`config.mk`:
```
export PLATFORM = sky130hd
export DESIGN_NAME = n64_host_bridge
export DESIGN_NICKNAME = d
export VERILOG_FILES = /design/src/hdl/n64_host_pkg.sv /design/src/hdl/n64_host_bridge.sv /design/src/hdl/config_decode.sv /design/src/hdl/backup_ctrl.sv /design/src/hdl/cart_loader.sv /design/src/hdl/pifrom_loader.sv
export SDC_FILE = /design/constraint.sdc
export NUM_CORES = 1
export LEC_CHECK = 0
export ABC_CLOCK_PERIOD_IN_PS = 1150
export BUFFER_PORTS_ARGS = -buffer_cell sky130_fd_sc_hd__buf_2
export CORE_AREA = 5 5 132 134
export DETAILED_ROUTE_END_ITERATION = 6
export DIE_AREA = 0 0 137 139
export SLEW_MARGIN = 10
export SYNTH_ARGS = -nofsm -noshare
export SYNTH_HDL_FRONTEND = slang
export SYNTH_SLANG_ARGS = --single-unit
```
`constraint.sdc`:
```
create_clock -name clk_1x -period 1.15 [get_ports clk_1x]
set_input_delay 0 -clock clk_1x [delete_from_list [all_inputs] [get_ports clk_1x]]
set_output_delay 0 -clock clk_1x [all_outputs]
set_load 0.1 [all_outputs]
```
`src/hdl/n64_host_pkg.sv`:
```
// Host bridge shared definitions
// Download stream, RAM and boot-ROM write types, menu status
// bit positions and the decoded system configuration
package n64_host_pkg;

	// ====================
	// Widths with meaning
	// ====================
	typedef logic [15:0]  ioctl_word_t;
	typedef logic [26:0]  ioctl_addr_t;
	typedef logic [7:0]   ioctl_index_t;
	typedef logic [26:0]  ram_addr_t;
	typedef logic [31:0]  data32_t;
	typedef logic [9:0]   pif_addr_t;
	typedef logic [127:0] host_status_t;

	typedef enum logic [2:0] {
		SAVE_NONE,
		SAVE_EEPROM4,
		SAVE_EEPROM16,
		SAVE_SRAM32,
		SAVE_SRAM96,
		SAVE_FLASH
	} save_type_t;

	typedef enum logic [1:0] {
		EEP_NONE,
		EEP_4K,
		EEP_16K
	} eeprom_type_t;

	typedef enum logic [1:0] {
		PAD_NONE,
		PAD_CPAK,
		PAD_RUMBLE
	} pad_type_t;

	// ====================
	// Bundles
	// ====================
	typedef struct packed {
		logic         download;
		logic         wr;
		ioctl_index_t index;
		ioctl_addr_t  addr;
		ioctl_word_t  data;
	} ioctl_bus_t;

	typedef struct packed {
		ram_addr_t addr;
		data32_t   data;
	} ram_req_t;

	typedef struct packed {
		pif_addr_t addr;
		data32_t   data;
	} pif_wr_t;

	typedef struct packed {
		logic               pal;
		logic               ram8mb;
		logic [3:0]         cic_type;
		save_type_t         save_type;
		eeprom_type_t       eeprom_type;
		logic               cpak_en;
		pad_type_t [3:0]    pad_type;
		logic [1:0]         crop_bottom;
	} sys_cfg_t;

	// Download targets, matched on index[5:0]
	localparam logic [5:0] IDX_PIFROM = 6'd0;
	localparam logic [5:0] IDX_CART   = 6'd1;

	// Cartridge image sits 8 MB into the RAM
	localparam ram_addr_t CART_BASE_ADDR = 27'd8388608;

	// ====================
	// Status bit map
	// ====================
	localparam int ST_RESET        = 0;
	localparam int ST_BK_LOAD      = 40;
	localparam int ST_BK_SAVE      = 41;
	localparam int ST_AUTOSAVE_OFF = 42;
	localparam int ST_CROP_LO      = 44;
	localparam int ST_PAD_LO       = 50;
	localparam int ST_CIC_LO       = 65;
	localparam int ST_RAM4MB       = 70;
	localparam int ST_CPAK         = 71;
	localparam int ST_SAVETYPE_LO  = 75;
	localparam int ST_PAL          = 79;

endpackage
```
`src/hdl/n64_host_bridge.sv`:
```
// Host bridge top level
// Download stream to boot-ROM and cartridge RAM writes, backup
// triggers, configuration decode and core reset
`timescale 1ns/1ps

module n64_host_bridge import n64_host_pkg::*; (
	input  logic         clk_1x,
	input  logic         arst_n,
	// Download stream
	input  ioctl_bus_t   ioctl,
	output logic         ioctl_wait,
	// Boot ROM
	output logic         pif_wr,
	output pif_wr_t      pif_req,
	// Cartridge RAM
	output logic         ram_wr,
	output ram_req_t     ram_req,
	input  logic         ram_ready,
	output logic         cart_loaded,
	// Menu and backup image
	input  host_status_t status,
	input  logic         osd_status,
	input  logic [1:0]   buttons,
	input  logic         img_mounted,
	input  logic         img_readonly,
	input  logic [31:0]  img_size,
	output logic         bk_load,
	output logic         bk_save,
	output logic         use_img,
	// Core side
	output sys_cfg_t     sys_cfg,
	output logic         core_reset
);

	logic cart_download;

	pifrom_loader u_pifrom_loader (
		.clk_1x  (clk_1x),
		.arst_n  (arst_n),
		.ioctl   (ioctl),
		.pif_wr  (pif_wr),
		.pif_req (pif_req)
	);

	cart_loader u_cart_loader (
		.clk_1x        (clk_1x),
		.arst_n        (arst_n),
		.ioctl         (ioctl),
		.ram_ready     (ram_ready),
		.ram_wr        (ram_wr),
		.ram_req       (ram_req),
		.ioctl_wait    (ioctl_wait),
		.cart_download (cart_download),
		.cart_loaded   (cart_loaded)
	);

	backup_ctrl u_backup_ctrl (
		.clk_1x        (clk_1x),
		.arst_n        (arst_n),
		.status        (status),
		.osd_status    (osd_status),
		.cart_download (cart_download),
		.img_mounted   (img_mounted),
		.img_readonly  (img_readonly),
		.img_size      (img_size),
		.bk_load       (bk_load),
		.bk_save       (bk_save),
		.use_img       (use_img)
	);

	config_decode u_config_decode (
		.status        (status),
		.buttons       (buttons),
		.cart_download (cart_download),
		.sys_cfg       (sys_cfg),
		.core_reset    (core_reset)
	);

endmodule

```
`src/hdl/config_decode.sv`:
```
// System configuration decoder
// Pulls the console settings out of the menu status vector
// and forms the core reset
`timescale 1ns/1ps

module config_decode import n64_host_pkg::*; (
	input  host_status_t status,
	input  logic [1:0]   buttons,
	input  logic         cart_download,
	output sys_cfg_t     sys_cfg,
	output logic         core_reset
);

	// User button, menu reset, or a cart being loaded
	assign core_reset = buttons[1] | status[ST_RESET] | cart_download;

	always_comb begin
		sys_cfg             = '0;
		sys_cfg.pal         = status[ST_PAL];
		// Menu bit selects 4 MB, default is 8 MB
		sys_cfg.ram8mb      = ~status[ST_RAM4MB];
		sys_cfg.cic_type    = status[ST_CIC_LO +: 4];
		sys_cfg.save_type   = save_type_t'(status[ST_SAVETYPE_LO +: 3]);
		sys_cfg.cpak_en     = status[ST_CPAK];
		sys_cfg.crop_bottom = status[ST_CROP_LO +: 2];

		for (int i = 0; i < 4; i++) begin
			sys_cfg.pad_type[i] = pad_type_t'(status[ST_PAD_LO + 2*i +: 2]);
		end

		// EEPROM size only for the EEPROM save types
		case (sys_cfg.save_type)
			SAVE_EEPROM4:  sys_cfg.eeprom_type = EEP_4K;
			SAVE_EEPROM16: sys_cfg.eeprom_type = EEP_16K;
			default:       sys_cfg.eeprom_type = EEP_NONE;
		endcase
	end

endmodule

```
`src/hdl/backup_ctrl.sv`:
```
// Backup memory control
// Load and save triggers for the save image, autosave when
// the menu closes, and tracking of a usable mounted image
`timescale 1ns/1ps

module backup_ctrl import n64_host_pkg::*; (
	input  logic         clk_1x,
	input  logic         arst_n,
	input  host_status_t status,
	input  logic         osd_status,
	input  logic         cart_download,
	input  logic         img_mounted,
	input  logic         img_readonly,
	input  logic [31:0]  img_size,
	output logic         bk_load,
	output logic         bk_save,
	output logic         use_img
);

	logic osd_status_q;
	logic cart_download_q;

	// Reload the save whenever a cart arrives with an image mounted
	assign bk_load = status[ST_BK_LOAD] | (cart_download & img_mounted);

	// Menu save, or autosave on the OSD edge
	assign bk_save = status[ST_BK_SAVE]
		| (osd_status & ~osd_status_q & ~status[ST_AUTOSAVE_OFF]);

	always_ff @(posedge clk_1x or negedge arst_n) begin
		if (!arst_n) begin
			osd_status_q    <= 1'b0;
			cart_download_q <= 1'b0;
			use_img         <= 1'b0;
		end else begin
			osd_status_q    <= osd_status;
			cart_download_q <= cart_download;

			if (cart_download && !cart_download_q) begin
				use_img <= 1'b0;
			end
			// A fresh writable mount wins over the clear
			if (img_mounted && (img_size != '0) && !img_readonly) begin
				use_img <= 1'b1;
			end
		end
	end

endmodule

```
`src/hdl/cart_loader.sv`:
```
// Cartridge loader
// Packs download word pairs into 32-bit RAM writes at the
// cartridge base and stalls the stream until the RAM answers
`timescale 1ns/1ps

module cart_loader import n64_host_pkg::*; (
	input  logic       clk_1x,
	input  logic       arst_n,
	input  ioctl_bus_t ioctl,
	input  logic       ram_ready,
	output logic       ram_wr,
	output ram_req_t   ram_req,
	output logic       ioctl_wait,
	output logic       cart_download,
	output logic       cart_loaded
);

	logic cart_sel;

	assign cart_sel = ioctl.download && (ioctl.index[5:0] == IDX_CART);

	always_ff @(posedge clk_1x or negedge arst_n) begin
		if (!arst_n) begin
			cart_download <= 1'b0;
			cart_loaded   <= 1'b0;
			ram_wr        <= 1'b0;
			ram_req       <= '0;
			ioctl_wait    <= 1'b0;
		end else begin
			cart_download <= cart_sel;
			ram_wr        <= 1'b0;

			if (cart_download) begin
				// Sticky until reset
				cart_loaded <= 1'b1;

				if (ioctl.wr) begin
					if (!ioctl.addr[1]) begin
						// Low half first, address taken here
						ram_req.data[15:0] <= ioctl.data;
						ram_req.addr       <= ioctl.addr + CART_BASE_ADDR;
					end else begin
						ram_req.data[31:16] <= ioctl.data;
						ram_wr              <= 1'b1;
						ioctl_wait          <= 1'b1;
					end
				end

				// Write accepted, release the stream
				if (ram_ready) begin
					ioctl_wait <= 1'b0;
				end
			end else begin
				// Download ended, never leave the source stuck
				ioctl_wait <= 1'b0;
			end
		end
	end

endmodule

```
`src/hdl/pifrom_loader.sv`:
```
// Boot-ROM loader
// Collects two download words into one byte-swapped 32-bit
// PIF ROM word and strobes it out
`timescale 1ns/1ps

module pifrom_loader import n64_host_pkg::*; (
	input  logic       clk_1x,
	input  logic       arst_n,
	input  ioctl_bus_t ioctl,
	output logic       pif_wr,
	output pif_wr_t    pif_req
);

	// Registered target flag, one cycle behind the stream
	logic pif_download;

	always_ff @(posedge clk_1x or negedge arst_n) begin
		if (!arst_n) begin
			pif_download <= 1'b0;
			pif_wr       <= 1'b0;
			pif_req      <= '0;
		end else begin
			pif_download <= ioctl.download && (ioctl.index[5:0] == IDX_PIFROM);
			pif_wr       <= 1'b0;

			if (pif_download && ioctl.wr) begin
				if (!ioctl.addr[1]) begin
					// Upper half, bytes swapped
					pif_req.data[31:24] <= ioctl.data[7:0];
					pif_req.data[23:16] <= ioctl.data[15:8];
					// Index bit 6 selects the upper ROM half
					pif_req.addr        <= {ioctl.index[6], ioctl.addr[10:2]};
				end else begin
					pif_req.data[15:8]  <= ioctl.data[7:0];
					pif_req.data[7:0]   <= ioctl.data[15:8];
					pif_wr              <= 1'b1;
				end
			end
		end
	end

endmodule

```
==> results of run 1 <==
==> kinds of logic (layout without fill, tap and decap cells) <==
group                    Yosys count  count (layout)  synth area share [%]
adder cells (fa/ha/maj)            1               1                 0.286
AO/OA/AOI/OAI                      8               8                  1.03
buffers and inverters             34             318                  5.64
flip-flops                       110             110                  63.0
XOR/XNOR                           2               2                 0.401
AND/OR/NAND/NOR                   31              31                  4.58
multiplexers                      97              97                  25.0
==> power by group <==
| part | internal [mW] | switching, mW | total (mW) |
|---|---|---|---|
| Clock | 1.65 | 1.38 | 3.03 |
| Combinational | 0.761 | 1.78 | 2.54 |
| Sequential | 4.07 | 0.109 | 4.17 |
==> what timing repair did <==
action,in CTS,in global routing
endpoints found under the setup margin,138,152
endpoints found under the hold margin,214,2
setup buffers,10,3
cloned,6,0
hold buffers,51,4
pin swaps,6,7
gates resized for setup,143,70
==> metal layers <==
metal  wire length (µm)  global-route usage [%]
met1               5300                    16.0
met2               7090                    24.0
met3                853                    4.32
met4                245                    4.25
met5                  0                       0
==> stage by stage <==
| step | instance area, µm² | hold slack (ns) | setup slack [ns] | std cells | power [mW] |
|---|---|---|---|---|---|
| after floorplan | 4600 | -0.296 | -0.115 | 283 | 6.10 |
| after global placement | 6010 | -0.102 | -0.133 | 703 | 6.41 |
| after detailed placement | 6010 | -0.0969 | -0.168 | 703 | 6.45 |
| after CTS | 7570 | -0.0769 | -0.242 | 786 | 9.80 |
| after global routing | 7690 | 0.000167 | -0.268 | 787 | 10.1 |
| final | 7690 | 0.0000386 | -0.225 | 787 | 9.75 |
==> how the worst max path moves through the flow <==
stage	from	depth (start not counted)	to	slack [ns]
2_1_floorplan	u_cart_loader.cart_download	4	u_cart_loader.ram_req[44]	-0.12
3_3_place_gp	u_cart_loader.cart_download	3	u_cart_loader.ram_req[35]	-0.13
3_5_place_dp	u_cart_loader.cart_download	3	u_cart_loader.ram_req[37]	-0.17
4_1_cts	u_cart_loader.cart_download	3	core_reset	-0.24
5_1_grt	u_cart_loader.cart_download	5	u_cart_loader.ram_req[32]	-0.27
6_report	u_cart_loader.cart_download	3	core_reset	-0.22
==> layout make-up <==
cell class | count | area, µm²
clock buffers | 14 | 274
flip-flops and latches | 110 | 2870
fillers | 1393 | 8490
repair buffers | 297 | 2450
multi-input cells | 139 | 1790
well taps | 220 | 275
inverters | 5 | 18.8
clock inverters | 2 | 15.0
==> cells in the mapped netlist <==
| cell | n | area [µm²] |
|---|---|---|
| dfrtp_1 | 110 | 2750 |
| mux2_2 | 85 | 957 |
| buf_4 | 23 | 173 |
| mux2_1 | 12 | 135 |
| nor4_1 | 9 | 56.3 |
| inv_1 | 5 | 18.8 |
| o21ai_0 | 5 | 25.0 |
| buf_6 | 4 | 45.0 |
| nand2_1 | 4 | 15.0 |
| nor2_1 | 3 | 11.3 |
| a21o_1 | 2 | 15.0 |
| buf_2 | 2 | 10.0 |
| nand3_2 | 2 | 20.0 |
| nand3b_1 | 2 | 15.0 |
| nand4_1 | 2 | 12.5 |
| nor3b_1 | 2 | 15.0 |
| a21oi_1 | 1 | 5.00 |
| and2_1 | 1 | 6.26 |
| ha_1 | 1 | 12.5 |
| nand3_1 | 1 | 5.00 |
| nand3b_4 | 1 | 20.0 |
| nor2b_1 | 1 | 6.26 |
| nor3_1 | 1 | 5.00 |
| or2_2 | 1 | 6.26 |
| or3_1 | 1 | 6.26 |
| xnor2_1 | 1 | 8.76 |
| xor2_1 | 1 | 8.76 |
==> critical path, cell delays in order (launching register included) <==
cell     delay, ns
dfrtp_1       0.39
buf_6         0.13
or3_4         0.33
buf_12        0.17
==> results.yml, run 1 <==
detailed_routing:
  drc: 0
  dr.pass1.iters: 4
  vias: 3381
  drt-vias-per-instance: 4.30
  drt_iter0_markers: 68
  wirelength_mm: 13.5
  wire_per_inst_um: 17.1
  ant_nets: 0
global_route:
  grt_usage_pct: 13.7
  grt_pass1_vias: 3754
  grt_max_degree: 39
  grt_pass1_wl_mm: 20.4
  antenna_found_initial: 0
  grt.overflow.total: 0
worst_setup_path:
  r2r-end: "u_cart_loader.ram_req[9]"
  criticalPathCategory: "flip-flop to primary output"
  crit_path_start_kind: "flip-flop"
  worstPathMaxFanout: 3
  endpoint_kind: "primary output"
  arrival_ns: 1.37
  reg2reg_slack_ns: -0.21
  reg2reg_depth: 5
  timing.rr.start: "u_cart_loader.cart_download"
  required_ns: 1.15
hold_path:
  hold_path.class: "input port to primary output"
  min_to: "sys_cfg[19]"
  whs_path_depth: 0
  min-delay-start: "status[68]"
final_layout:
  reg_top3: "u_cart_loader.ram_req x59, u_pifrom_loader.pif_req x42"
  finalNetCount: 784
  mostFrequentLayoutCells: "buf_2 (104), mux2_4 (97), dfrtp_2 (90)"
  diodes: 0
  largest_reg_flops: 59
  drive_gt1_share_pct: 80.4
  syn_to_final_growth_pct: 76.0
  largest_register: "u_cart_loader.ram_req"
  final_core_util_pct: 47.5
  layout_commonest_cell: "buf_2"
status:
  violations: "negative setup slack"
  outcome: "finished, violations left"
floorplan:
  rows: 47
  design.core.area_um2: 16200
  die_area_um2: 19000
  die_w_um: 137
  start_util_pct: 27.0
  fp.dieH_um: 139
  io_pins: 352
clocking:
  clock-sinks: 110
  clock-root-buffer: "clkbuf_16"
  numCtsBuffers: 9
  clockBufferDepth: 2
  clkTransAtPathRegs_ns: 0.07
  tritoncts: "built"
  h-tree-depth: 3
  clock_latency_ns: 0.35
sta:
  setup_tns_ns: -11.46
  rsz0062_at_grt: "true"
  max_slew.worst_pin.slew_ns: 0.490
  max_slew_margin_pct: 67.5
  finalCriticalPeriod_ns: 1.37
  drv_slew: 0
  fmax_ghz: 0.727
  timing.final.ws_setup_ns: -0.225
  period_share_pct: 120
  finClkSkew_ns: 0.00359
  final_hold_viol_count: 0
  final-setup-viol-count: 103
yosys:
  avgSynthCellArea_um2: 15.4
  synth-seq-area-share_pct: 63.0
  synth_area_um2: 4370
  syn_nets: 505
  ys_ff_latch: 110
  post_synth_num_cell_types: 27
  ys_warn_count: 0
  syn_inst: 283
place:
  io_buffers: 213
  post-dp-hpwl_mm: 8.76
  place_congestion: 0.723
power:
  p_leak_nw: 4.06
  ir_drop_mv: 0.652
  p_per_area_nw_per_um2: 1270
run:
  drv_cap: 0
Power figures use the tool's default switching activity.
==> run 2: changes to the inputs <==
--- a/constraint.sdc
+++ b/constraint.sdc
@@ -3,2 +3,2 @@
 set_output_delay 0 -clock clk_1x [all_outputs]
-set_load 0.1 [all_outputs]
+set_load 0.02 [all_outputs]
==> run 2 against run 1 <==
The flow still finishes with violations (negative setup slack). Combinational power down 48%. Largest power group unchanged. Flip-flop and latch count unchanged. Core utilization is 0.57 points lower. Sequential power about the same. Register-to-register slack worse by 0.03 ns. Power fell by 11%. Highest routed layer unchanged. Clock power increased by 6%. Non-clock buffer count increased by 32.
==> results.yml, run 2 (synthesis results as in run 1) <==
status:
  outcome: "finished, violations left"
  violations: "negative setup slack"
detailed_routing:
  wirelength_mm: 14.7
  dr.pass1.iters: 4
  ant_nets: 0
  drt-vias-per-instance: 4.33
  drc: 0
  wire_per_inst_um: 18.0
  drt_iter0_markers: 77
  vias: 3541
global_route:
  antenna_found_initial: 0
  grt_pass1_wl_mm: 22.3
  grt_max_degree: 43
  grt.overflow.total: 0
  grt_pass1_vias: 4017
  grt_usage_pct: 15.3
clocking:
  h-tree-depth: 3
  clock-sinks: 110
  numCtsBuffers: 9
  clockBufferDepth: 2
  tritoncts: "built"
  clkTransAtPathRegs_ns: 0.07
  clock-root-buffer: "clkbuf_16"
  clock_latency_ns: 0.34
worst_setup_path:
  worst_path_max_delay_cell: "dfrtp_1"
  worstPathMaxFanout: 4
  required_ns: 1.15
  endpoint_kind: "primary output"
  crit_path_frequent_cell: "buf_6"
  path_cells: "buf_6 > buf_6 > or3_4 > buf_6"
  arrival_ns: 1.43
  slowest_delay_ns: 0.39
  crit_buf_inv: 3
  criticalPathCategory: "flip-flop to primary output"
  cp_top_family: "flip-flops"
  crit_path_start_kind: "flip-flop"
sta:
  finClkSkew_ns: 0.00532
  finalCriticalPeriod_ns: 1.43
  drv_slew: 0
  max_slew_margin_pct: 75.4
  max_slew.worst_pin.slew_ns: 0.369
  final_hold_viol_count: 0
  final-setup-viol-count: 103
  fmax_ghz: 0.700
  period_share_pct: 124
  timing.final.ws_setup_ns: -0.279
  rsz0062_at_grt: "true"
place:
  place_ws_ns: -0.158
  io_buffers: 213
  dp_cells: 703
  post-dp-hpwl_mm: 9.06
  place_congestion: 0.789
final_layout:
  largest_reg_flops: 59
  diodes: 0
  syn_to_final_growth_pct: 73.9
  finalNetCount: 816
  final_core_util_pct: 47.0
  layout_commonest_cell: "buf_2"
  instances_no_fill: 818
  drive_gt1_share_pct: 62.2
  reg_top3: "u_cart_loader.ram_req x59, u_pifrom_loader.pif_req x42"
  largest_register: "u_cart_loader.ram_req"
  mostFrequentLayoutCells: "buf_2 (210), dfrtp_1 (110), mux2_4 (97)"
floorplan:
  design.core.area_um2: 16200
  io_pins: 352
  die_area_um2: 19000
  start_util_pct: 27.0
  die_w_um: 137
  fp.dieH_um: 139
  rows: 47
power:
  ir_drop_mv: 0.629
  p_leak_nw: 4.36
  power.total_mw: 8.68
  p_per_area_nw_per_um2: 1140
run:
  drv_cap: 0
hold_path:
  hold_path.class: "input port to primary output"
[run 2: worst paths after layout]
kind | start | endpoint | slack, ns | depth (start not counted)
worst max-delay path | u_cart_loader.cart_download | core_reset | -0.28 | 4
worst min-delay path | status[65] | sys_cfg[16] | 0.000009 | 0
worst max register to register | u_cart_loader.cart_download | u_cart_loader.ram_req[56] | -0.24 | 6
worst min register to register | u_cart_loader.cart_loaded | u_cart_loader.cart_loaded | 0.48 | 1
max in group asynchronous | arst_n | u_pifrom_loader.pif_req[41] | 0.50 | 3
min in group asynchronous | arst_n | u_pifrom_loader.pif_req[26] | 0.10 | 2
[run 2: what timing repair did]
action / CTS / global route
setup buffers: 14 / 4
resized for setup: 91 / 18
pin swaps: 2 / 5
endpoints found under the hold margin: 214 / 1
hold buffers: 78 / 4
endpoints found under the setup margin: 98 / 106
gates cloned: 8 / 0
[run 2: cell type report]
class | count | area [µm²]
Clock buffer | 11 | 253
Inverter | 5 | 18.8
Clock inverter | 4 | 55.1
Fill cell | 1409 | 8580
Multi-Input combinational cell | 139 | 1770
Timing Repair Buffer | 329 | 2460
Tap cell | 220 | 275
Sequential cell | 110 | 2750
[run 2: worst register-to-register path: stages (launching register included)]
cell      delay, ns
dfrtp_1        0.36
nand3b_1       0.09
buf_6          0.14
buf_12         0.12
buf_12         0.12
buf_12         0.13
mux2_4         0.30
[run 2: power breakdown]
| part | total [mW] | leakage [nW] | switching, mW | internal [mW] |
|---|---|---|---|---|
| registers | 4.14 | 1.51 | 0.0971 | 4.04 |
| logic | 1.32 | 2.71 | 0.628 | 0.696 |
| clock network | 3.22 | 0.148 | 1.41 | 1.81 |
[run 2: layer usage]
metal | share of wire [%] | GRT usage, % | routed length, µm | vias up
li1 | - | - | - | 1601
met1 | 38 | 17.2 | 5660 | 1761
met2 | 53 | 27.4 | 7860 | 150
met3 | 6.0 | 3.30 | 889 | 29
met4 | 2.2 | 6.57 | 330 | 0
met5 | 0 | 0 | 0 | -
[run 2: per-stage QoR]
step / setup TNS (ns) / area [µm²] / hold slack [ns]
floorplan: -3.97 / 4520 / -0.296
global placement: -5.37 / 5830 / -0.0548
detailed placement: -6.43 / 5830 / -0.0494
CTS: -13.99 / 7580 / -0.0602
global route: -16.98 / 7590 / 0.0000397
finish: -11.81 / 7590 / 0.00000887
